File: src/source/trace_pkg.sv
/*
 * Trace pipeline package
 * Sizes, widths and operation encodings shared by the filter-reduce unit
 */

package trace_pkg;

  // ----------------------------------------------------------
  // Vector geometry
  // ----------------------------------------------------------

  // Lanes per vector and bits per lane
  localparam int N_LANES    = 8;
  localparam int DATA_WIDTH = 32;

  // Lane index width, also the depth of the reduce tree
  localparam int LANE_W = 3;

  // ----------------------------------------------------------
  // Chains and operand memory
  // ----------------------------------------------------------

  localparam int MAX_CHAINS = 4;
  localparam int CHAIN_W    = 2;

  localparam int OPERAND_DEPTH  = 16;
  localparam int OPERAND_ADDR_W = 4;

  // Intake to output, filter takes 2 and reduce takes 1
  localparam int PIPE_LATENCY = 3;

  // ----------------------------------------------------------
  // Operation encodings
  // ----------------------------------------------------------

  typedef enum logic [1:0] {
    FILTER_PASS = 2'd0,
    FILTER_ADD  = 2'd1,
    FILTER_SUB  = 2'd2,
    FILTER_MAX  = 2'd3
  } filter_op_e;

  // Encoding 3 is unused
  typedef enum logic [1:0] {
    REDUCE_PASS = 2'd0,
    REDUCE_SUM  = 2'd1,
    REDUCE_MAX  = 2'd2
  } reduce_op_e;

  // What a configuration write changes
  typedef enum logic [1:0] {
    CFG_FILTER_OP   = 2'd0,
    CFG_FILTER_ADDR = 2'd1,
    CFG_REDUCE_OP   = 2'd2,
    CFG_OPERAND     = 2'd3
  } cfg_target_e;

endpackage

File: src/source/operand_ram.sv
/*
 * Operand memory
 * Lane-writable vector memory with one registered read port
 */

`timescale 1ns/1ps

module operand_ram import trace_pkg::*; (
  input  logic                                clk,
  input  logic                                write_enable,
  input  logic [OPERAND_ADDR_W-1:0]           write_addr,
  input  logic [LANE_W-1:0]                   write_lane,
  input  logic [DATA_WIDTH-1:0]               write_data,
  input  logic [OPERAND_ADDR_W-1:0]           read_addr,
  output logic [N_LANES-1:0][DATA_WIDTH-1:0]  read_word
);

  // One full vector per word
  logic [N_LANES-1:0][DATA_WIDTH-1:0] mem [OPERAND_DEPTH];

  // ----------------------------------------------------------
  // Write side
  // ----------------------------------------------------------

  // Only the addressed lane changes
  always_ff @(posedge clk) begin
    if (write_enable) begin
      mem[write_addr][write_lane] <= write_data;
    end
  end

  // ----------------------------------------------------------
  // Read side
  // ----------------------------------------------------------

  // Registered read, word is valid the cycle after the address
  always_ff @(posedge clk) begin
    read_word <= mem[read_addr];
  end

endmodule

File: config.mk
export PLATFORM = sky130hd
export DESIGN_NAME = operand_ram
export DESIGN_NICKNAME = d
export VERILOG_FILES = /design/src/source/trace_pkg.sv /design/src/source/operand_ram.sv
export SDC_FILE = /design/constraint.sdc
export NUM_CORES = 2
export LEC_CHECK = 0
export BUFFER_PORTS_ARGS = -buffer_cell sky130_fd_sc_hd__buf_4
export CORE_MARGIN = 8
export CORE_UTILIZATION = 25
export DETAILED_ROUTE_END_ITERATION = 10
export GPL_ROUTABILITY_DRIVEN = 0
export SLEW_MARGIN = 30
export SYNTH_ARGS = -nofsm -noshare
export SYNTH_HDL_FRONTEND = slang
export SYNTH_SLANG_ARGS = --single-unit
File: constraint.sdc
create_clock -name clk -period 2.62 [get_ports clk]
set_clock_uncertainty 0.15 [all_clocks]
set_input_delay 0.262 -clock clk [delete_from_list [all_inputs] [get_ports clk]]
set_output_delay 0.262 -clock clk [all_outputs]
set_load 0.01 [all_outputs]
; Word level (Yosys, flattened, before mapping)
; Memory sizes are Yosys's and may differ from the RTL's. A register that Yosys moved wholly into a read port is not among the register bits.
; Index checks and enable logic that the tools add are counted.
; W data, S select, Z words.
[totals]
memories = 1
ram_bits = 4096
register_bits = 0
word_cells = 8
[memory_table]
columns = name, depth, width, rd, rd_clocked_by_memory_dff, write_ports, line
row1 = mem, 16, 256, 1, 1, 1, operand_ram.sv:19  ; logic [N_LANES-1:0][DATA_WIDTH-1:0] mem [OPERAND_DEPTH];
[op_classes]
order_cmp = 2
muxes = 4
n_reduce_logical = 1
[op_table]
columns = cell, count
row1 = $mux W256, 1
row2 = $demux W32 S3, 1
row3 = $mux W32, 1
row4 = $lt A3 B4 Y1 const B, 1
row5 = $ge A3 B1 Y1 const B, 1
row6 = $logic_and A1 B1 Y1, 1
row7 = $mux W1, 1

; Depth between registers and ports, before layout
[logic_depth]
word_depth = 5
mapped_depth = 9
ltp_nobuf = 4

; Worst setup path after synthesis
; OpenSTA, ideal clock, no wires.
[synth_timing]
path_kind = in2reg
start = input write_enable
end = memory mem[15][100] in the netlist's numbering, enable pin
path_slack_ns = -0.254
path_buffers = 1
path_stages = 4
arrival_ns = 2.303
t_required_ns = 2.049
cell_sequence = nor2b_1 > nand3_1 > clkbuf_1 > nor2_1
[synth_between]
elab_chain_cells = 2
[synth_lines]
columns = element, line
row1 = "start, declared", operand_ram.sv:10  ; input logic write_enable,
row2 = $mux W1, operand_ram.sv:27  ; if (write_enable) begin
row3 = $mux W256 (not written as such), operand_ram.sv:28  ; mem[write_addr][write_lane] <= write_data;
row4 = "end, declared", operand_ram.sv:19
; No other way between the ends.

; Worst setup path in the final report
[layout_timing]
start = input write_addr[2]
end = memory mem[4][31] in the netlist's numbering, enable pin
[layout_lines]
columns = element, line
row1 = "start, declared", operand_ram.sv:11  ; input logic [OPERAND_ADDR_W-1:0] write_addr,
; Straight into the memory's write port.

==> results by group <==
Run status
  – Outcome: complete, but fails checks
  – Failing checks: negative setup slack

Worst setup path
  – Crit path max-delay family: buffers and inverters
  – Slowest-stage cell, CP: dlygate4sd3_1
  – Crit start category: input pin
  – Worst Path Required: 3.10 ns
  – Crit-path cells: dlygate4sd3_1 -> buf_4 -> nor2b_1 -> nand2_2 -> dlygate4sd3_1 -> buf_4 -> nor2_4 -> buf_12
  – CP bufs+invs: 5
  – WS Path Type: input pin to flop
  – Worst r2r src: mem[6][100]$_DFFE_PP_
  – Critical Path End Type: flop
  – Max incr delay on CP: 0.76 ns
  – R2r endpoint: read_word[100]$_DFF_P_
  – Worst Path Max Fanout: 18
  – Crit path DAT: 3.15 ns
  – Reg2reg setup slack: 0.20 ns
  – CP Depth: 8
  – R2r worst-path depth: 5

Floorplan
  – Die height: 814 µm
  – Core box area: 636000 µm²
  – I/O pins: 301
  – Starting Density: 25.1%
  – Die width: 814 µm
  – Full die area: 663000 µm²
  – Rows: 293

Cells and area
  – Layout cells sized above 1: 29.8%
  – Area growth syn-to-layout: 21.8%
  – Commonest cells after routing, fill and taps aside: edfxtp_1, mux4_2, a22oi_1, buf_4, clkbuf_16
  – Register area: 128000 µm²
  – Final net count: 8002
  – Multi-input gate area: 30300 µm²
  – Final instance area: 194000 µm²
  – Most common cell after layout, fill and taps aside: edfxtp_1
  – Layout fillers: 60791

Power
  – Reg power frac: 52.2%
  – Maximum resistive drop on vdd: 0.000622 V
  – Leak: 61.3 nW
  – PD cells: 764 nW/µm²
  – PnR Total Power: 148 mW
  – Switch share: 22.0%
  – Internal: 116 mW
  – Switch Pwr: 32.6 mW
  – Part of the power in the clock network: 42.6%
  – Combinational Power Share: 5.1%

Worst hold path
  – Hold Path Stages: 4
  – Type of the most critical hold path: input pin to flop
  – WHS Endpoint: mem[5][97]$_DFFE_PP_
  – HP Start: write_enable

Run
  – Max_cap viols: 0

Clocking
  – # clock sinks: 4352
  – CTS tree: yes
  – Clock root cell: clkbuf_16
  – Maximum clock path buffer count: 4
  – Total CTS buffers: 443
  – Clock transition at path regs: 0.06 ns
  – H-Tree Depth: 5
  – Clock latency on the worst-skew pair: 1.00 ns

Logic synthesis
  – Yosys warnings: 0
  – Synth cell types: 21
  – Main flop type after synthesis: edfxtp_1
  – Syn Inst Count: 7019
  – Post-synth net total: 7064
  – Yosys top cell area share: 77.2%
  – EDFF count, synth: 4096
  – Synth area leaders: edfxtp_1, mux4_2, dfxtp_1
  – Post-synthesis sequential element count: 4352
  – Leading area contributor after synthesis: edfxtp_1
  – Seq/Total Area, Yosys: 80.4%
  – Mapped cell area: 159000 µm²
  – Avg Inst Size Synth: 22.7 µm²
  – Asr flop ratio synth: 0%

Routing
  – DRC Markers: 0
  – Total number of vias: 76635
  – Routed Antenna Nets: 0
  – Vias per std cell: 4.57
  – Initial DRT Pass Iterations: 5
  – Drt total wl: 452000 µm
  – DRT iter0 DRCs: 9017
  – Drt wl/cell: 27.0 µm

STA
  – Slew Limit Fails: 0
  – Fmax: 0.375 GHz
  – Period minus WS final: 2.67 ns
  – Slew @ Worst Pin: 1.21 ns
  – Slew Limit Headroom: 19.1%
  – Final Setup Violations: 14
  – Fin. Hold Viols: 0
  – Final WS setup: -0.0493 ns
  – Fin crit share: 102%
  – Hold WS: 0.0208 ns

Global routing
  – GR Overflow Total: 0
  – Largest net degree at the start of global routing: 129
  – Initial antenna violation count: 59
  – First-pass GRT wire length: 626000 µm
  – Vias in the first global route: 77675
  – GR Util All Layers: 13.1%

Placement
  – Dpl hpwl: 261000 µm
  – Count of input and output buffers: 300
  – Post-DP Area: 179000 µm²
[cell families (layout without fill, tap and decap cells)]
| family | count (synthesis) | after routing | synth area share, % |
|---|---|---|---|
| DFF | 4352 | 4352 | 80.4 |
| and+or+nand+nor | 516 | 516 | 1.32 |
| other | 0 | 18 | 0 |
| AOI/OAI and AO/OA | 592 | 592 | 2.78 |
| muxes | 1184 | 1184 | 14.2 |
| buffers and inverters | 375 | 1708 | 1.23 |
[worst max path at each step]
stage	startpoint	to
after floorplan	write_enable	mem[15][100]$_DFFE_PP_
after global placement	read_addr[0]	read_word[134]$_DFF_P_
after detailed placement	read_addr[0]	read_word[51]$_DFF_P_
after CTS	write_addr[3]	mem[3][236]$_DFFE_PP_
after global routing	write_addr[2]	mem[4][31]$_DFFE_PP_
final	write_addr[2]	mem[4][31]$_DFFE_PP_
[area by class of cell]
| type | instances | share of cell area (%) |
|---|---|---|
| flip-flops and latches | 4352 | 66.0 |
| diodes | 18 | 0.0232 |
| well taps | 8407 | 5.42 |
| clock inverters | 228 | 1.32 |
| clock buffers | 612 | 6.28 |
| multi-input cells | 2292 | 15.6 |
| repair buffers | 868 | 5.28 |
[flip-flops by register name (all words and copies together), names as in the netlist]
| register | cells |
|---|---|
| mem | 4096 |
| read_word | 256 |
[what timing repair did]
action,in CTS,in global routing
hold endpoints to repair,4726,0
buffers inserted,0,0
hold buffers,61,0
setup endpoints to repair,0,6
resized for setup,0,2
[power by group through the flow]
stage / clock [mW] / sequential, mW / combinational, mW
2_1_floorplan: 0 / 78.5 / 3.16
3_3_place_gp: 0 / 79.0 / 7.57
3_5_place_dp: 0 / 79.0 / 7.64
4_1_cts: 64.4 / 77.6 / 7.75
5_1_grt: 66.9 / 77.5 / 8.07
6_report: 63.2 / 77.4 / 7.57
[tightest hold or removal path, delay by kind of cell]
kind | cells | cell delay (ns)
buf+inv | 1 | 0.14
simple gates | 3 | 0.55
[cells in the mapped netlist (29+ instances only)]
master / instances
edfxtp_1: 4096
buf_1: 29
buf_6: 36
a22oi_1: 580
nand3_1: 90
mux2i_1: 320
mux4_2: 864
dfxtp_1: 256
nor2_1: 140
buf_2: 156
nand2_1: 263
clkbuf_1: 129
[metal layers]
layer	vias to the layer above	share of wire [%]	global-route usage, %	wire (µm)
met2	2858	49	22.2	223000
li1	31545	-	-	-
met3	518	7.3	2.27	33100
met4	32	1.7	2.28	7480
met1	41682	42	17.7	189000
met5	-	0.046	0	207
[per-stage QoR]
step,setup slack (ns),cells,setup TNS [ns],util (%)
final,-0.0493,16777,-0.192,30.5
after floorplan,-0.254,7019,-411.76,-
after global placement,0.0819,15857,0,28.1
after global routing,-0.00362,16764,-0.00362,30.5
after detailed placement,0.0775,15858,0,28.1
after CTS,0.0151,16759,0,30.5
Note: power is estimated with default switching activity, not from simulation.
