**config.mk**
```make
export PLATFORM = sky130hd
export DESIGN_NAME = reduce_stage
export DESIGN_NICKNAME = d
export VERILOG_FILES = /design/src/source/trace_pkg.sv /design/src/source/reduce_stage.sv
export SDC_FILE = /design/constraint.sdc
export NUM_CORES = 1
export LEC_CHECK = 0
export ABC_AREA = 1
export BUFFER_PORTS_ARGS = -buffer_cell sky130_fd_sc_hd__buf_2
export CORE_MARGIN = 5
export CORE_UTILIZATION = 42
export CTS_CLUSTER_SIZE = 14
export DETAILED_ROUTE_END_ITERATION = 8
export PLACE_DENSITY = 0.67
export SLEW_MARGIN = 20
export SYNTH_ARGS = -nofsm -noshare
export SYNTH_HDL_FRONTEND = slang
export SYNTH_SLANG_ARGS = --single-unit
```
**constraint.sdc**
```tcl
create_clock -name clk -period 5.9 [get_ports clk]
set_clock_uncertainty 0.05 [all_clocks]
set_input_delay 0.59 -clock clk [delete_from_list [all_inputs] [get_ports clk]]
set_output_delay 0.59 -clock clk [all_outputs]
set_load 0.02 [all_outputs]
```
**src/source/trace_pkg.sv**
```systemverilog
/*
 * Trace pipeline package
 * Sizes, widths and operation encodings shared by the filter-reduce unit
 */

package trace_pkg;

  // ----------------------------------------------------------
  // Vector geometry
  // ----------------------------------------------------------

  // Lanes per vector and bits per lane
  localparam int N_LANES    = 8;
  localparam int DATA_WIDTH = 32;

  // Lane index width, also the depth of the reduce tree
  localparam int LANE_W = 3;

  // ----------------------------------------------------------
  // Chains and operand memory
  // ----------------------------------------------------------

  localparam int MAX_CHAINS = 4;
  localparam int CHAIN_W    = 2;

  localparam int OPERAND_DEPTH  = 16;
  localparam int OPERAND_ADDR_W = 4;

  // Intake to output, filter takes 2 and reduce takes 1
  localparam int PIPE_LATENCY = 3;

  // ----------------------------------------------------------
  // Operation encodings
  // ----------------------------------------------------------

  typedef enum logic [1:0] {
    FILTER_PASS = 2'd0,
    FILTER_ADD  = 2'd1,
    FILTER_SUB  = 2'd2,
    FILTER_MAX  = 2'd3
  } filter_op_e;

  // Encoding 3 is unused
  typedef enum logic [1:0] {
    REDUCE_PASS = 2'd0,
    REDUCE_SUM  = 2'd1,
    REDUCE_MAX  = 2'd2
  } reduce_op_e;

  // What a configuration write changes
  typedef enum logic [1:0] {
    CFG_FILTER_OP   = 2'd0,
    CFG_FILTER_ADDR = 2'd1,
    CFG_REDUCE_OP   = 2'd2,
    CFG_OPERAND     = 2'd3
  } cfg_target_e;

endpackage

```
**src/source/reduce_stage.sv**
```systemverilog
/*
 * Reduce stage
 * Folds the filtered vector into lane 0 by sum or unsigned max through a
 * pairwise lane tree, or passes it, with one registered cycle
 */

`timescale 1ns/1ps

module reduce_stage import trace_pkg::*; (
  input  logic                               clk,
  input  logic                               reset,
  input  logic                               filt_valid,
  input  logic                               filt_eof,
  input  logic [CHAIN_W-1:0]                 filt_chain,
  input  logic [N_LANES-1:0][DATA_WIDTH-1:0] filt_vector,
  input  reduce_op_e                         filt_reduce_op,
  output logic                               valid_out,
  output logic                               eof_out,
  output logic [CHAIN_W-1:0]                 chain_id_out,
  output logic [N_LANES-1:0][DATA_WIDTH-1:0] vector_out
);

  // Tree nodes, each level overwrites the lower half of the previous
  logic [DATA_WIDTH-1:0] sum_node [N_LANES];
  logic [DATA_WIDTH-1:0] max_node [N_LANES];

  logic [N_LANES-1:0][DATA_WIDTH-1:0] reduce_result;

  // ----------------------------------------------------------
  // Pairwise lane tree, LANE_W levels deep
  // ----------------------------------------------------------

  always_comb begin
    for (int l = 0; l < N_LANES; l++) begin
      sum_node[l] = filt_vector[l];
      max_node[l] = filt_vector[l];
    end
    // Node i reads 2i and 2i+1, which are not yet written at this level
    for (int lvl = 0; lvl < LANE_W; lvl++) begin
      for (int i = 0; i < (N_LANES >> (lvl + 1)); i++) begin
        sum_node[i] = sum_node[2*i] + sum_node[2*i+1];
        max_node[i] = (max_node[2*i] > max_node[2*i+1]) ? max_node[2*i]
                                                        : max_node[2*i+1];
      end
    end
  end

  // Folding ops leave the result in lane 0 only
  always_comb begin
    reduce_result = '0;
    case (filt_reduce_op)
      REDUCE_SUM: reduce_result[0] = sum_node[0];
      REDUCE_MAX: reduce_result[0] = max_node[0];
      default:    reduce_result    = filt_vector;
    endcase
  end

  // ----------------------------------------------------------
  // Output registers
  // ----------------------------------------------------------

  always_ff @(posedge clk) begin
    if (reset) begin
      valid_out <= 1'b0;
      eof_out   <= 1'b0;
    end else begin
      valid_out <= filt_valid;
      eof_out   <= filt_eof;
    end
  end

  always_ff @(posedge clk) begin
    chain_id_out <= filt_chain;
    vector_out   <= reduce_result;
  end

  // A bad table entry would otherwise silently pass the vector
  reduce_op_legal: assert property (
    @(posedge clk) disable iff (reset)
    filt_valid |-> (filt_reduce_op inside {REDUCE_PASS, REDUCE_SUM, REDUCE_MAX})
  );

endmodule

```
Word-level counts from Yosys, hierarchy flattened
Cells that the tools add are included.
Storage, ports and cells
  bits in registers: 260
  bits of input ports: 264
  output and inout port bits: 260
  logic and storage cells: 36
Cells by class
  add/subtract/negate cells: 7
  $lt $le $gt $ge: 7
  equal/unequal tests: 2
  multiplexer cells: 8
  reductions and logical operators: 1
Operator list (count)
  32-bit adder: 7
  32-bit > comparator: 7
  32-bit 2-to-1 mux: 7
  32-bit one-hot mux with 2 select lines: 1
  2-bit by 1-bit == test with 1-bit output, second input constant: 1
  2-bit == test, second input constant: 1
  2-bit OR reduction: 1

Logic depth before layout (Yosys ltp)
  depth in word-level cells: 7
  depth in mapped cells: 50
  mapped depth without buffers: 47

Worst setup path after synthesis
No wires, ideal clock.
  path kind: input-to-reg
  start: input port filt_vector[254] (netlist bit)
  end: register vector_out[12] (netlist bit)
  setup time: 0.116 ns
  arrival: 5.914 ns
  data required time: 5.734 ns
  setup slack: -0.181 ns
  cell stages on the path: 41
  path buffers: 5
  path through: inv_1 -> ha_1 -> nand4_1 -> nor4_1 -> inv_1 -> nor4_1 -> o21ai_0 -> o2111ai_1 -> nand2_2 -> clkbuf_1 -> o21ai_0 -> ha_1 -> a21oi_1 -> o21ai_0 -> nand3_1 -> nand2_1 -> nand2_1 -> a21oi_1 -> [5 not listed] -> buf_1 -> buf_1 -> o21a_1 -> ha_1 -> nand2_1 -> inv_1 -> nand3_1 -> nor3_1 -> nand4_1 -> inv_1 -> nand2_1 -> nand2_1 -> nand2_1 -> inv_1 -> buf_1 -> nand3_1 -> nand2_1 -> a21oi_2
RTL lines
  from (decl): line reduce_stage.sv:15  | input logic [N_LANES-1:0][DATA_WIDTH-1:0] filt_vector,
  to (signal assigned): line reduce_stage.sv:74  | vector_out <= reduce_result;
  to (decl): line reduce_stage.sv:20  | output logic [N_LANES-1:0][DATA_WIDTH-1:0] vector_out

==> reports/results.ini <==
[routing]
route.detailed.drc = 0
dr.pass1.iters = 7
wl_per_cell_um = 17.9
drt-vias-per-instance = 4.82
vias = 23100
ant_nets = 0
routed_wl_um = 86100
drt_iter0_markers = 1431

[synth]
synth.area.top_cells = dfxtp_1 24%, fa_1 17%, ha_1 15%
syn_avg_cell_area_um2 = 7.47
syn_nets = 3662
ys.flop_type = dfxtp_1
synth_cell_types = 50
async_flop_share_pct = 0
synth.yosys.seq_area_share_pct = 23.6
synth_top_area_share_pct = 23.6
synth_edf_count = 0
netlist_area_mm2 = 0.0221
synthCells = 2958
ys_seq_elements = 260
synth_top_cell_by_area = dfxtp_1
synth_warnings = 0

[placement]
pre_cts_ws_ps = -1630
numPortBuffers = 523
gp_congestion = 0.982
dp_hpwl_um = 69600

[die]
ios = 524
start_util_pct = 42.2
dieArea_mm2 = 0.0573
rows = 84
die_height_um = 239
coreArea_mm2 = 0.0523
fp.dieW_um = 239

[sta]
fin_crit_sh_pct = 104
fmax_ghz = 0.164
finalSetupViolCount = 32
maxSlewViolCount = 0
rsz0062_at_grt = yes
maxSlewHeadroom_pct = 29.0
hold_viol = 0
worst_slack_ps = -207
worst_pin_slew_ps = 1070
tns_ps = -5210
min_period_ps = 6110

[critical_path]
critPathMaxFanout = 14
max_stage_delay_ps = 370
crit_arrival_ps = 6580
cp-end-kind = register
critPathKind = primary input to register
start_kind = primary input
crit_required_ps = 6370
critPathSlowestCell = a2111oi_4
cpMostUsedCell = nand2_1

[clock_tree]
h-tree-depth = 1
clk_path_buf_depth = 3
clkSlewWorstSetupHoldPaths_ps = 70
cts_tree = built
numCtsBuffers = 30
cts.sinks = 260
cts-root-buf = clkbuf_16

[outcome]
violations = negative setup slack
status = complete, but fails checks

[grt]
first_global_vias = 23100
grt_use_total_pct = 28.6
grt_pass1_wl_um = 128000
gr-total-overflow = 0
antenna_found_initial = 11
grt_start_max_net_pins = 169

[power_and_ir_drop]
power_density_mw_per_mm2 = 382
power.leakage_nw = 19.0
ir_drop_v = 0.000435

[finish]
final_cell_mix = 674 x nand2_1, 665 x inv_1, 605 x buf_4
finalNetCount = 4784
drive_gt1_share_pct = 34.8
mostFrequentLayoutCell = nand2_1
synthToLayoutAreaGrowth_pct = 48.0

[run]
cap_violations = 0

[worst_hold_path]
min_path_type = primary input to register

[sequential cells by signal, indices dropped and copies added, names as in the netlist]
register      cells
chain_id_out      2
eof_out           1
valid_out         1
vector_out      256
[final timing paths]
check	end	cells after the start	start	slack [ps]
setup / recovery	vector_out[6]$_DFF_P_	44	filt_vector[73]	-210
hold / removal	chain_id_out[1]$_DFF_P_	1	filt_chain[1]	60
[through the flow]
stage / total power [mW] / instances / hold WS, ps / utilization [%] / instance area, um2
after floorplan: 6.86 / 2958 / 568 / - / 22100
final: 12.5 / 4799 / 64.5 / 62.5 / 32700
after global placement: 9.67 / 4681 / 644 / 57.0 / 29800
after global routing: 13.5 / 4798 / 37.3 / 62.5 / 32700
after detailed placement: 9.72 / 4681 / 645 / 57.0 / 29800
after CTS: 12.1 / 4761 / 25.0 / 60.7 / 31800
[routing by layer]
layer | up-vias | global-route usage [%] | part of all wire [%]
met5 | - | 0 | 0.046
met4 | 8 | 11.0 | 4.7
met3 | 186 | 5.19 | 6.9
met2 | 759 | 50.6 | 49
met1 | 10700 | 34.5 | 39
li1 | 11500 | - | -
[Yosys cell counts, types with 11 or more instances]
cell,instances
a21oi_1,187
a31oi_1,11
clkbuf_1,64
dfxtp_1,260
fa_1,183
ha_1,257
inv_1,681
nand2_1,696
nand2_2,16
nand3_1,102
nand4_1,24
nor2_1,125
nor3_1,11
o211ai_1,32
o21a_1,70
o21ai_0,125
[logic make-up after synthesis]
| kind of cell | Yosys count | synth area share [%] |
|---|---|---|
| xor+xnor | 17 | 0.674 |
| simple gates | 1004 | 18.9 |
| fa+ha+maj | 440 | 31.1 |
| compound gates | 469 | 12.5 |
| buf+inv | 768 | 13.3 |
| flops | 260 | 23.6 |
[where the power goes]
part           total [mW]  internal (mW)  leakage (nW)  switching [mW]
registers            2.04           1.98          2.17          0.0607
clock network        1.82           1.02         0.464           0.801
logic                8.64           3.60          16.3            5.04
total                12.5           6.60          19.0            5.90
[what timing repair did]
item,4_1_cts,5_1_grt
cloned,6,5
setup endpoints to repair,32,32
gates resized for setup,176,126
buffers inserted,22,25
hold endpoints to repair,0,0
hold buffers,0,0
pin swaps,45,66
[worst max-delay path, delay by kind of cell]
family	cells	cell delay, ps
compound gates	5	760
simple gates	21	2300
fa+ha+maj	3	890
buf+inv	15	1990
[cell type report]
| cell class | instances | area, um2 |
|---|---|---|
| fill | 4689 | 19600 |
| multi-input combinational | 1930 | 15000 |
| timing repair buffer | 1174 | 8090 |
| sequential | 260 | 5200 |
| inverter | 682 | 2600 |
| clock buffer | 44 | 875 |
| tap | 688 | 861 |
| clock inverter | 11 | 71.3 |
| timing repair inverter | 2 | 23.8 |
| antenna | 8 | 20.0 |
(Power assumes the default switching activity.)
