<file path="src/source/trace_pkg.sv">
/*
 * Trace pipeline package
 * Sizes, widths and operation encodings shared by the filter-reduce unit
 */

package trace_pkg;

  // ----------------------------------------------------------
  // Vector geometry
  // ----------------------------------------------------------

  // Lanes per vector and bits per lane
  localparam int N_LANES    = 8;
  localparam int DATA_WIDTH = 32;

  // Lane index width, also the depth of the reduce tree
  localparam int LANE_W = 3;

  // ----------------------------------------------------------
  // Chains and operand memory
  // ----------------------------------------------------------

  localparam int MAX_CHAINS = 4;
  localparam int CHAIN_W    = 2;

  localparam int OPERAND_DEPTH  = 16;
  localparam int OPERAND_ADDR_W = 4;

  // Intake to output, filter takes 2 and reduce takes 1
  localparam int PIPE_LATENCY = 3;

  // ----------------------------------------------------------
  // Operation encodings
  // ----------------------------------------------------------

  typedef enum logic [1:0] {
    FILTER_PASS = 2'd0,
    FILTER_ADD  = 2'd1,
    FILTER_SUB  = 2'd2,
    FILTER_MAX  = 2'd3
  } filter_op_e;

  // Encoding 3 is unused
  typedef enum logic [1:0] {
    REDUCE_PASS = 2'd0,
    REDUCE_SUM  = 2'd1,
    REDUCE_MAX  = 2'd2
  } reduce_op_e;

  // What a configuration write changes
  typedef enum logic [1:0] {
    CFG_FILTER_OP   = 2'd0,
    CFG_FILTER_ADDR = 2'd1,
    CFG_REDUCE_OP   = 2'd2,
    CFG_OPERAND     = 2'd3
  } cfg_target_e;

endpackage

</file>
<file path="src/source/chain_config.sv">
/*
 * Chain configuration tables
 * Per-chain filter op, operand address and reduce op, written through the
 * configuration port and looked up combinationally by chain id
 */

`timescale 1ns/1ps

module chain_config import trace_pkg::*; (
  input  logic                      clk,
  input  logic                      reset,
  input  logic                      cfg_write,
  input  cfg_target_e               cfg_target,
  input  logic [CHAIN_W-1:0]        cfg_chain,
  input  logic [DATA_WIDTH-1:0]     cfg_data,
  input  logic [CHAIN_W-1:0]        chain_id,
  output filter_op_e                filter_op,
  output logic [OPERAND_ADDR_W-1:0] operand_addr,
  output reduce_op_e                reduce_op
);

  // Firmware tables, one entry per chain
  filter_op_e                filter_tbl [MAX_CHAINS];
  logic [OPERAND_ADDR_W-1:0] addr_tbl   [MAX_CHAINS];
  reduce_op_e                reduce_tbl [MAX_CHAINS];

  // ----------------------------------------------------------
  // Table update
  // ----------------------------------------------------------

  always_ff @(posedge clk) begin
    if (reset) begin
      for (int c = 0; c < MAX_CHAINS; c++) begin
        filter_tbl[c] <= FILTER_PASS;
        addr_tbl[c]   <= '0;
        reduce_tbl[c] <= REDUCE_PASS;
      end
    end else if (cfg_write) begin
      case (cfg_target)
        CFG_FILTER_OP: begin
          filter_tbl[cfg_chain] <= filter_op_e'(cfg_data[1:0]);
        end
        CFG_FILTER_ADDR: begin
          addr_tbl[cfg_chain] <= cfg_data[OPERAND_ADDR_W-1:0];
        end
        CFG_REDUCE_OP: begin
          reduce_tbl[cfg_chain] <= reduce_op_e'(cfg_data[1:0]);
        end
        // Operand writes go to the memory, not to these tables
        default: begin
        end
      endcase
    end
  end

  // Lookup for the vector being presented this cycle
  assign filter_op    = filter_tbl[chain_id];
  assign operand_addr = addr_tbl[chain_id];
  assign reduce_op    = reduce_tbl[chain_id];

  // Op table writes must carry a value inside the enum
  op_write_legal: assert property (
    @(posedge clk) disable iff (reset)
    (cfg_write && (cfg_target == CFG_FILTER_OP || cfg_target == CFG_REDUCE_OP))
      |-> (cfg_data <= ((cfg_target == CFG_FILTER_OP) ? DATA_WIDTH'(FILTER_MAX)
                                                      : DATA_WIDTH'(REDUCE_MAX)))
  );

endmodule

</file>
<file path="config.mk">
export PLATFORM = sky130hd
export DESIGN_NAME = chain_config
export DESIGN_NICKNAME = d
export VERILOG_FILES = /design/src/source/trace_pkg.sv /design/src/source/chain_config.sv
export SDC_FILE = /design/constraint.sdc
export NUM_CORES = 1
export LEC_CHECK = 0
export BUFFER_PORTS_ARGS = -buffer_cell sky130_fd_sc_hd__buf_4
export CORE_ASPECT_RATIO = 0.5
export CORE_UTILIZATION = 45
export DETAILED_ROUTE_END_ITERATION = 7
export PLACE_DENSITY = 0.69
export SKIP_CTS_REPAIR_TIMING = 1
export SYNTH_ARGS = -nofsm -noshare
export SYNTH_HDL_FRONTEND = slang
export SYNTH_SLANG_ARGS = --single-unit
</file>
<file path="constraint.sdc">
create_clock -name clk -period 3.7 [get_ports clk]
set_input_delay 0.37 -clock clk [delete_from_list [all_inputs] [get_ports clk]]
set_output_delay 0.37 -clock clk [all_outputs]
set_load 0.03 [all_outputs]
</file>
# Word-level counts from Yosys, hierarchy flattened
# Memories as Yosys holds them, arrays and structs flattened.
# Cells that the tools add are included.
[word_totals]
regBits = 0
ram_bits = 32
input_bits = 41
out_inout_bits = 8
elab_cells = 32
memories = 3
[mem_list]
columns = ["memory", "words", "width", "read_ports", "rd_ports_with_merged_regs", "write_ports", "line_no", "rtl"]
rows = [
  ["addr_tbl", 4, 4, 1, 0, 4, "chain_config.sv:24", "logic [OPERAND_ADDR_W-1:0] addr_tbl [MAX_CHAINS];"],
  ["filter_tbl", 4, 2, 1, 0, 4, "chain_config.sv:23", "filter_op_e filter_tbl [MAX_CHAINS];"],
  ["reduce_tbl", 4, 2, 1, 0, 4, "chain_config.sv:25", "reduce_op_e reduce_tbl [MAX_CHAINS];"],
]
[op_classes]
n_eq_ne = 2
muxes = 23
n_reduce_logical = 4
[op_table]
columns = ["op", "n"]
rows = [
  ["$mux 1", 17],
  ["$mux 2", 5],
  ["$mux 4", 1],
  ["$reduce_or 2->1", 2],
  ["$reduce_or 4->1", 1],
  ["$eq 2x1->1 const B", 1],
  ["$eq 2x2->1 const B", 1],
  ["$logic_not 2->1", 1],
]

# Depth between registers and ports, before layout
[logic_depth]
ltp_word = 7
mapped_depth = 4
depth_no_buf = 2

# Least setup slack after synthesis
# OpenSTA, ideal clock, no wires.
[synth_path]
path_kind = "input port to flip-flop"
startpoint = "input reset"
endpoint = "memory filter_tbl[1][0] in the netlist's numbering, enable pin"
setup_time_ns = 0.313
t_arrival_ns = 1.321
t_required_ns = 3.387
setup_slack_ns = 2.065
stages = 4
path_buffers = 2
path_cell_list = "buf_6 > or4b_4 > buf_6 > o21ai_1"
[synth_rtl]
columns = ["item", "line_no", "rtl"]
rows = [
  ["from (decl)", "chain_config.sv:11", "input logic reset,"],
  ["to (decl)", "chain_config.sv:23", ""],
]

# Worst setup path after layout
[layout_path]
startpoint = "memory filter_tbl[0][0] in the netlist's numbering"
endpoint = "output filter_op[0]"
[layout_via]
elab_chain_cells = 1
[layout_lines]
columns = ["item", "line_no", "rtl"]
rows = [
  ["$mem_v2 4x2", "n/a", ""],
  ["to (decl)", "chain_config.sv:17", "output filter_op_e filter_op,"],
]
# No other way between the ends.

==> impl_results.md <==
* Multi-input gate area at 558 um2
* Hold Crit Start: cfg_data[2]
* Final number of hold-violating endpoints at 0
* Buffers added on ports at 20
* Min Hold Slack at 0.385 ns
* DR pass1 iterations at 4
* Drc violations at 0
* Register area at 961 um2
* Endpoint, Worst Hold: addr_tbl[3][2]$_DFFE_PP_
* Antenna diodes at 0
* Max Root-Sink Buffers at 2
* Layout cells sized above 1 at 30.7%
* Number of cell rows at 14
* Initial antenna violation count at 0
* Power share of the combinational group at 12.5%
* Period utilisation layout at 44.8%
* Synthesis-stage register bit count at 32
* Max Freq at 603 MHz
* Leakage power at 0.683 nW
* RSZ-0062 raised after global routing: false
* Sw frac at 22.5%
* Area contributors post-synth: edfxtp_1, mux4_2, and3_1
* Tmin final at 1.66 ns
* Final WL at 2840 um
* Vias in the first global route at 925
* Peak VDD IR at 236 uV
* Critical Path Fanout Max at 1
* Clock power frac at between 30% and 40%
* First-pass GRT wire length at 4600 um
* Status: finished, final reports clean
* Synth Area per Inst at 14.8 um2
* CTS root buffer: clkbuf_8
* Synth Instances at 107
* Hold WC Path Type: in2reg
* Slew at the pin closest to its max-slew limit at 0.406 ns
* Final core occ at 58.4%
* Top cell type by total area after synthesis: edfxtp_1
* Final WS setup at 2.04 ns
* Critical Path AT at 1.29 ns
* Overall Power at 858 uW
* Max-cap violations at 0
* Iter 0 DRT Violations at 101
* Total GRT Usage at 17.1%
* Power per cell area at 463 nW/um2
* Num CTS Buffers at 5
* Area grow syn2layout at 17.2%
* Relative slew margins at 72.8%
* WL/cell at 16.2 um
* Die X at 85.8 um
* ANT nets after route at 0
* Initial Util at 49.8%
* H-tree depth at 2
* Top-area cell type share of the netlist area at 60.8%
* Worst Setup End Kind: primary output
* Vias per cell at approximately 5.4
* CP startpoint kind: flop
* Total number of yosys warnings at 0
* Max Slew Vio Count at 0
* Internal power at between 600 and 700 uW
* CTS tree: yes
* Post-DP HPWL at ~2000 um
* CTS clock-pin slew for the worst setup and hold paths at 0.07 ns
* CP Class: reg2out
* Seq pwr share at 49.6%
* Hold path cells at 2
* Final nets at 167
* Die Ht at 43.9 um
* Setup_tns at 0 ns
* Final weighted congestion in routability-driven placement at 0.724
* Setup violators final at 0
* Largest net degree at the start of global routing at 19
* Pre-CTS setup slack at 2.04 ns
* Vias at 950
* Total core area at 3170 um2
* Ports at 49
* NetSw at 193 uW
* Sequential-to-total area share from yosys stat at 60.8%
* Die area at 3770 um2
* Clock sink count at 32
* Fillers at 267
* Unique cell type count in the Yosys netlist at 27
* Critical Path RT at around 3.3 ns
* Syn nets at between 100 and 150
* Gr ovfl total at 0
* Mapped cell area at 1580 um2
layout by cell type, fill, tap and decap left out:
cell / n
nor4_2: 2
clkbuf_1: 1
buf_4: 20
o31ai_1: 1
nand2b_1: 2
a31o_1: 3
and4bb_4: 1
nor2b_1: 2
nor4_1: 2
o21ai_1: 4
mux4_2: 8
and2_1: 4
or4b_4: 1
nor2_1: 5
inv_1: 4
and4_1: 4
nand4bb_1: 1
nand3b_1: 1
and3_1: 8
nor3b_1: 1
clkbuf_8: 5
bufinv_16: 1
a21o_1: 3
clkinv_2: 1
edfxtp_1: 32
nor3_1: 8
nand2_1: 1
a41o_1: 1
through the flow:
step / cell area [um2] / instances
2_1_floorplan: 1580 / 107
3_3_place_gp: 1740 / 167
3_5_place_dp: 1740 / 167
4_1_cts: 1850 / 175
5_1_grt: 1850 / 175
6_report: 1850 / 175
layout make-up:
class                   count  area share [%]
flip-flops and latches     32            51.9
repair buffers             20            8.11
inverters                   4           0.811
clock buffers               6            3.92
well taps                  48            3.24
multi-input cells          63            30.1
clock inverters             2            1.89
worst max-delay path by stage:
stage / start / to / slack [ns] / cells after the start
2_1_floorplan: reset / filter_tbl[1][0]$_SDFFCE_PN0P_ / 2.07 / 4
3_3_place_gp: reset / filter_tbl[1][0]$_SDFFCE_PN0P_ / 2.05 / 3
3_5_place_dp: reset / filter_tbl[1][0]$_SDFFCE_PN0P_ / 2.04 / 3
4_1_cts: reduce_tbl[0][0]$_SDFFCE_PN0P_ / reduce_op[0] / 2.03 / 2
5_1_grt: reduce_tbl[0][1]$_SDFFCE_PN0P_ / reduce_op[1] / 1.97 / 2
6_report: filter_tbl[0][0]$_SDFFCE_PN0P_ / filter_op[0] / 2.04 / 2
critical path: stages, from the launching register on:
cell and delay (ns):
edfxtp_1 0.37, mux4_2 0.46, buf_4 0.18
synth_stat cells:
master and n:
and3_1 8, a41o_1 1, nand2_1 1, o21ai_1 4, buf_2 1, clkbuf_1 4, buf_6 2, nor2_1 5
a31o_1 3, a21o_1 3, nor3_1 8, and4_1 4, or4b_4 1, o31ai_1 1, edfxtp_1 32, nand4bb_1 1
buf_1 1, nand2b_1 2, nor3b_1 1, nand3b_1 1, and2_1 4, nor4_1 2, nor2b_1 2, and4bb_4 1
inv_1 4, nor4_2 2, mux4_2 8
logic make-up after synthesis:
kind of cell | after synthesis | synth area share [%]
muxes | 8 | 11.4
buffers and inverters | 12 | 3.88
AOI/OAI and AO/OA | 12 | 5.46
and+or+nand+nor | 43 | 18.4
DFF | 32 | 60.8
state kept, by name (all words and copies together), names as in the netlist:
name        flops
reduce_tbl      8
addr_tbl       16
filter_tbl      8
power by group through the flow:
stage / Combinational, mW / Clock (mW) / Sequential (mW)
3_5_place_dp: 0.107 / 0 / 0.433
6_report: 0.107 / 0.325 / 0.425
3_3_place_gp: 0.106 / 0 / 0.433
4_1_cts: 0.108 / 0.328 / 0.426
2_1_floorplan: 0.0708 / 0 / 0.431
5_1_grt: 0.115 / 0.341 / 0.428
routing by layer:
layer	wire length (um)	GRT usage, %	share of wire, %
met1	1360	23.7	48
met2	1340	27.2	47
met3	111	4.00	3.9
met4	27	6.00	0.95
met5	0	0	0
Note: power is estimated with default switching activity, not from simulation.
