### src/source/trace_pkg.sv
/*
 * Trace pipeline package
 * Sizes, widths and operation encodings shared by the filter-reduce unit
 */

package trace_pkg;

  // ----------------------------------------------------------
  // Vector geometry
  // ----------------------------------------------------------

  // Lanes per vector and bits per lane
  localparam int N_LANES    = 8;
  localparam int DATA_WIDTH = 32;

  // Lane index width, also the depth of the reduce tree
  localparam int LANE_W = 3;

  // ----------------------------------------------------------
  // Chains and operand memory
  // ----------------------------------------------------------

  localparam int MAX_CHAINS = 4;
  localparam int CHAIN_W    = 2;

  localparam int OPERAND_DEPTH  = 16;
  localparam int OPERAND_ADDR_W = 4;

  // Intake to output, filter takes 2 and reduce takes 1
  localparam int PIPE_LATENCY = 3;

  // ----------------------------------------------------------
  // Operation encodings
  // ----------------------------------------------------------

  typedef enum logic [1:0] {
    FILTER_PASS = 2'd0,
    FILTER_ADD  = 2'd1,
    FILTER_SUB  = 2'd2,
    FILTER_MAX  = 2'd3
  } filter_op_e;

  // Encoding 3 is unused
  typedef enum logic [1:0] {
    REDUCE_PASS = 2'd0,
    REDUCE_SUM  = 2'd1,
    REDUCE_MAX  = 2'd2
  } reduce_op_e;

  // What a configuration write changes
  typedef enum logic [1:0] {
    CFG_FILTER_OP   = 2'd0,
    CFG_FILTER_ADDR = 2'd1,
    CFG_REDUCE_OP   = 2'd2,
    CFG_OPERAND     = 2'd3
  } cfg_target_e;

endpackage

### src/source/filter_stage.sv
/*
 * Filter stage
 * Fetches the chain's operand word and combines it lane by lane with the
 * incoming vector, two cycles from intake to output
 */

`timescale 1ns/1ps

module filter_stage import trace_pkg::*; (
  input  logic                               clk,
  input  logic                               reset,
  input  logic                               tracing,
  input  logic                               valid_in,
  input  logic                               eof_in,
  input  logic [CHAIN_W-1:0]                 chain_id_in,
  input  logic [N_LANES-1:0][DATA_WIDTH-1:0] vector_in,
  input  filter_op_e                         filter_op,
  input  logic [OPERAND_ADDR_W-1:0]          operand_addr,
  input  reduce_op_e                         reduce_op,
  input  logic [N_LANES-1:0][DATA_WIDTH-1:0] operand_word,
  output logic [OPERAND_ADDR_W-1:0]          operand_read_addr,
  output logic                               filt_valid,
  output logic                               filt_eof,
  output logic [CHAIN_W-1:0]                 filt_chain,
  output logic [N_LANES-1:0][DATA_WIDTH-1:0] filt_vector,
  output reduce_op_e                         filt_reduce_op
);

  logic                               take;

  // First cycle registers, aligned with the memory read
  logic                               s1_valid;
  logic                               s1_eof;
  logic [CHAIN_W-1:0]                 s1_chain;
  logic [N_LANES-1:0][DATA_WIDTH-1:0] s1_vector;
  filter_op_e                         s1_filter_op;
  reduce_op_e                         s1_reduce_op;

  logic [N_LANES-1:0][DATA_WIDTH-1:0] filter_result;

  // Vectors arriving while tracing is off are dropped
  assign take = valid_in && tracing;

  // The memory samples the chain's address on the intake edge
  assign operand_read_addr = operand_addr;

  // ----------------------------------------------------------
  // Cycle 1 ... hold vector and ops while the operand is read
  // ----------------------------------------------------------

  always_ff @(posedge clk) begin
    if (reset) begin
      s1_valid <= 1'b0;
      s1_eof   <= 1'b0;
    end else begin
      s1_valid <= take;
      s1_eof   <= take && eof_in;
    end
  end

  always_ff @(posedge clk) begin
    s1_chain     <= chain_id_in;
    s1_vector    <= vector_in;
    s1_filter_op <= filter_op;
    s1_reduce_op <= reduce_op;
  end

  // ----------------------------------------------------------
  // Cycle 2 ... lane-wise filter against the operand word
  // ----------------------------------------------------------

  always_comb begin
    for (int l = 0; l < N_LANES; l++) begin
      case (s1_filter_op)
        FILTER_ADD: filter_result[l] = s1_vector[l] + operand_word[l];
        FILTER_SUB: filter_result[l] = s1_vector[l] - operand_word[l];
        FILTER_MAX: begin
          filter_result[l] = (s1_vector[l] > operand_word[l]) ? s1_vector[l]
                                                              : operand_word[l];
        end
        default:    filter_result[l] = s1_vector[l];
      endcase
    end
  end

  always_ff @(posedge clk) begin
    if (reset) begin
      filt_valid <= 1'b0;
      filt_eof   <= 1'b0;
    end else begin
      filt_valid <= s1_valid;
      filt_eof   <= s1_eof;
    end
  end

  always_ff @(posedge clk) begin
    filt_chain     <= s1_chain;
    filt_vector    <= filter_result;
    filt_reduce_op <= s1_reduce_op;
  end

  // Downstream qualifies everything on this strobe
  filt_valid_known: assert property (
    @(posedge clk) disable iff (reset) !$isunknown(filt_valid)
  );

endmodule

### config.mk
export PLATFORM = sky130hd
export DESIGN_NAME = filter_stage
export DESIGN_NICKNAME = d
export VERILOG_FILES = /design/src/source/trace_pkg.sv /design/src/source/filter_stage.sv
export SDC_FILE = /design/constraint.sdc
export NUM_CORES = 2
export LEC_CHECK = 0
export BUFFER_PORTS_ARGS = -buffer_cell sky130_fd_sc_hd__buf_4
export CORE_ASPECT_RATIO = 1.2
export CORE_UTILIZATION = 35
export CTS_CLUSTER_DIAMETER = 200
export CTS_CLUSTER_SIZE = 24
export DETAILED_ROUTE_END_ITERATION = 6
export HOLD_SLACK_MARGIN = 0.1
export SYNTH_ARGS = -nofsm -noshare
export SYNTH_HDL_FRONTEND = slang
export SYNTH_SLANG_ARGS = --single-unit
### constraint.sdc
create_clock -name clk -period 3 [get_ports clk]
set_clock_uncertainty 0.05 [all_clocks]
set_input_delay 0.15 -clock clk [delete_from_list [all_inputs] [get_ports clk]]
set_output_delay 0.15 -clock clk [all_outputs]
set_load 0.01 [all_outputs]
# Word level (Yosys, flattened, before mapping)

Index checks and enable logic that the tools add are counted.
W data, S select, Z words.

Bits in registers: 526
Bits of input ports: 527
Output and inout bits: 266
Logic and storage cells: 70

Add/sub/neg operators: 16
Magnitude comparators: 8
Equal/unequal tests: 3
Multiplexer cells: 16
Reduce and logical (&&, ||, !) cells: 2

Operators by type and width:

| cell                 | number |
|---|---|
| $pmux W32 S3         | 8 |
| $add A32 B32 Y32     | 8 |
| $gt A32 B32 Y1       | 8 |
| $mux W32             | 8 |
| $sub A32 B32 Y32     | 8 |
| $eq A2 B2 Y1 const B | 2 |
| $eq A2 B1 Y1 const B | 1 |
| $logic_and A1 B1 Y1  | 2 |

# Depth between registers and ports, before layout

Word-level depth: 3
Mapped depth: 16
Mapped depth without buffers: 13

# Worst setup path after synthesis

OpenSTA, ideal clock, no wires.

Kind: register to register
Start point: register s1_vector[32] in the netlist's numbering
End point: register filt_vector[58] in the netlist's numbering
Library setup time: 0.126 ns
Arrival time: 2.979 ns
Required time: 2.824 ns
Setup slack: -0.155 ns
Cell stages (with the launch flop): 15
Path buffers: 1
Period minus slack after synthesis: 3.155 ns
Cells stage by stage: dfxtp_1 inv_1 ha_1 fa_1 nor2b_1 o21bai_1 a31oi_1 a21oi_1 o31ai_2 a211oi_2 nor2_2 buf_2 mux2_2 a22oi_1 o21ai_0

RTL lines:

| what                   | RTL line           | source |
|---|---|---|
| start, declared        | filter_stage.sv:35 | `logic [N_LANES-1:0][DATA_WIDTH-1:0] s1_vector;` |
| start signal, assigned | filter_stage.sv:63 | `s1_vector <= vector_in;` |
| end signal, assigned   | filter_stage.sv:98 | `filt_vector <= filter_result;` |
| end, declared          | filter_stage.sv:25 | `output logic [N_LANES-1:0][DATA_WIDTH-1:0] filt_vector,` |

==> impl_metrics.yaml <==
outcome:
  violations: "setup timing"
  status: "finished, violations left"
critical_path:
  reg2reg_to: "filt_vector[96]"
  startpoint: "s1_vector[96]"
  arrival_time_of_the_worst_setup_path_ps: 3750
  timing.rr.start: "s1_vector[96]"
  r2r_setup_slack_ps: -280
  criticalPathCategory: "reg2reg"
  end_kind: "flop"
  r2r_cells: 18
  timing.critical_path.required_ps: 3470
  start_kind: "flop"
  crit_path_end: "filt_vector[96]"
  critical_path.max_fanout: 5
final_layout:
  total_nets_final: 9999
  layout-area-overhead-vs-synth_pct: 66.2
  post_route_cells_drive_above_1_share_pct: 35.4
  post-route-util_pct: 58.7
  num-fill-cells: 11800
  final_area_sq_um: 79700
  final_cell_count_no_fill: 10800
detailed_routing:
  routed-wl-met2_um: 111000
  postRouteAntennaNets: 0
  dr_total_vias: 60200
  wl_met1_um: 94800
  route.detailed.vias_per_inst: 5.59
  top_layer: "met5"
  met3WireLength_um: 14800
  wire_per_inst_um: 21.8
  dr.pass1.iters: 6
  drtIter0Drc: 4210
  drc_violation_count_after_routing: 0
  routed_wl_um: 235000
sta:
  fmax_ghz: 0.305
  fin_tns_setup_ps: -19060
  setup_ws_ps: -280
  worst_hold_slack_ps: 127
  finalHoldViolCount: 0
  setup-violations-final: 167
  tightest_slew_ps: 1170
  rsz0062_at_grt: "true"
  final_worst_path_cycle_share_pct: 109
  relSlewSlack_pct: 22.0
  min_period_ps: 3280
  timing_max_transition_violations_final: 0
clocking:
  cts.htree.levels: 1
  clock_root_cell: "sky130_fd_sc_hd__clkbuf_16"
  clock_insertion_delay_worst_skew_ps: 680
  clock_sink_count: 526
  clk_pin_slew_ps: 100
  cts_inserted_buffers: 25
  clock_tree_from_tritoncts: "yes"
  maximum_root_to_sink_buffer_count: 3
floorplan:
  floorplan.initialDensity_pct: 35.3
  num_rows: 148
  placeableCoreArea_sq_um: 136000
  design.die.area_sq_um: 139000
  die_height_um: 408
  pin_count: 793
  die_width_um: 340
power_and_ir_drop:
  sum_of_internal_switching_and_leakage_power_mw: 28.7
  power_per_cell_area_nw_per_um2: 360
  power_leakage_nw: 35.7
  ir_drop_uv: 529
job:
  max_cap_violations: 0
min_path:
  min-delay-path-class: "in2reg"
  hold-path-cell-count: 4
synth:
  syn_inst: 6393
  ys_seq_area_share_pct: 21.9
  synth_enable_flop_cells: 0
  netlist_area_sq_um: 48000
  postSynthRegisterBits: 526
  synth_ff_type: "sky130_fd_sc_hd__dfxtp_1"
  netlist_cell_types: 104
  yosysWarnings: 0
  synth-async-reset-ratio_pct: 0
  syn_area_per_cell_sq_um: 7.50
  net_count_after_synthesis: 7440
placed_design:
  gp_routability_congestion: 0.977
  pre_cts_ws_ps: -593
  hpwl_um: 171000
  cell_area_after_placement_sq_um: 63800
  dp.cells: 9735
  portBuffers: 784
global_route:
  first_pass_grt_wire_length_um: 347000
  first_global_vias: 59600
  grt_start_max_net_pins: 105
  grtUsageTotal_pct: 31.5
  antenna_found_initial: 38
  gr-total-overflow: 0
-- Yosys cell counts, drive strengths merged (23+ instances only) --
master,instances,area [sq um]
a21oi,748,3750
nor2,564,2120
o21ai,563,2820
dfxtp,526,10500
inv,517,1940
ha,504,6310
nand2,409,1540
clkbuf,288,1080
xnor2,212,1860
a21o,134,1010
nor3,124,621
buf,115,571
nand3,114,576
o21bai,111,833
nand2b,90,563
nor2b,84,526
o211ai,82,616
mux2i,75,751
o31ai,75,587
a211oi,69,528
o22ai,66,419
a31oi,62,388
mux4,51,1150
o21a,51,383
nand4,46,288
a22oi,44,330
a221o,41,410
nor4,39,259
or3,39,244
a221oi,38,374
o221ai,37,330
and3,27,169
xor2,27,236
and2,26,163
a21boi,23,176
-- layout by cell type, fill, tap and decap left out, drive strengths merged, types with 27 or more instances in the layout --
cell         synthesis  routed
nand2b              90      90
clkbuf             288      36
nand4               46      46
a22oi               44      44
nand2              409     409
dfxtp              526     526
nor2b               84      84
o22ai               66      66
xor2                27      27
nor2               564     564
xnor2              212     212
or3                 39      39
ha                 504     504
mux4                51      51
diode                0      29
o221ai              37      37
o21bai             111     111
and3                27      27
a21o               134     134
buf                115    2165
o21ai              563     563
nor3               124     124
o21a                51      51
a211oi              69      69
a221oi              38      38
inv                517     517
nor4                39      39
dlygate4sd3          0     760
a221o               41      41
a21oi              748     748
nand3              114     114
mux2i               75      75
o31ai               75      75
o211ai              82      82
a31oi               62      62
-- power breakdown --
group          switching (mW)  internal [mW]
combinational            8.01           7.98
sequential              0.664           7.83
clock                    2.67           1.53
total                    11.3           17.3
-- logic make-up (layout without fill, tap and decap cells) --
group                      count (synthesis)  after routing  synth area share (%)
muxes                                    147            147                  4.45
adders and majority gates                520            520                  13.8
AOI/OAI and AO/OA                       2398           2398                  31.9
buffers and inverters                    921           3481                  7.50
and+or+nand+nor                         1642           1642                  16.0
DFF                                      526            526                  21.9
other                                      0             29                     0
xor gates and xnor gates                 239            239                  4.36
-- repair_timing --
item                                    4_1_cts  5_1_grt
pin swaps                                   268      341
resized for setup                           730      654
setup buffers                               153       99
endpoints found under the setup margin      251      251
hold endpoints to repair                    516        3
hold buffers                                759        3
gates cloned                                 18        8
-- worst min path at each step --
| stage | startpoint | to | slack [ps] |
|---|---|---|---|
| after global placement | vector_in[54] | s1_vector[54] | 200 |
| after floorplan | chain_id_in[0] | s1_chain[0] | 130 |
| after global routing | vector_in[100] | s1_vector[100] | 130 |
| after detailed placement | vector_in[115] | s1_vector[115] | 210 |
| after CTS | vector_in[16] | s1_vector[16] | 100 |
| final | operand_word[16] | filt_vector[16] | 130 |
-- worst max-delay path, stage by stage, from the launching register on --
cell and delay (ps):
sky130_fd_sc_hd__dfxtp_2 360, sky130_fd_sc_hd__inv_2 50, sky130_fd_sc_hd__ha_4 150, sky130_fd_sc_hd__fa_2 350
sky130_fd_sc_hd__nor2b_1 120, sky130_fd_sc_hd__buf_4 160, sky130_fd_sc_hd__o31ai_4 80, sky130_fd_sc_hd__a21oi_2 190
sky130_fd_sc_hd__a31oi_2 130, sky130_fd_sc_hd__o21a_1 240, sky130_fd_sc_hd__o31ai_4 290, sky130_fd_sc_hd__buf_6 160
sky130_fd_sc_hd__buf_12 130, sky130_fd_sc_hd__buf_16 110, sky130_fd_sc_hd__buf_8 110, sky130_fd_sc_hd__mux2i_1 190
sky130_fd_sc_hd__mux2i_1 90, sky130_fd_sc_hd__nand2_1 80, sky130_fd_sc_hd__o21ai_1 80
-- layer usage --
metal / GRT usage [%] / vias up
met5: 0 / -
met2: 53.9 / 2401
met1: 38.7 / 29100
met4: 16.1 / 20
met3: 3.76 / 636
li1: - / 28100
-- sequential cells by signal, indices dropped and copies added, names as in the netlist --
name and count:
filt_chain 2, filt_eof 1, filt_reduce_op 2, filt_valid 1, filt_vector 256, s1_chain 2
s1_eof 1, s1_filter_op 2, s1_reduce_op 2, s1_valid 1, s1_vector 256
-- cell type report --
| class | instances | area, sq um | area share [%] |
|---|---|---|---|
| tap | 1800 | 2250 | 2.82 |
| clock buffer | 28 | 647 | 0.811 |
| timing repair buffer | 2935 | 25500 | 32.0 |
| multi-input combinational | 4946 | 38700 | 48.5 |
| antenna | 29 | 72.6 | 0.0910 |
| sequential | 526 | 10700 | 13.4 |
| inverter | 518 | 1960 | 2.46 |
Power figures use the tool's default switching activity.
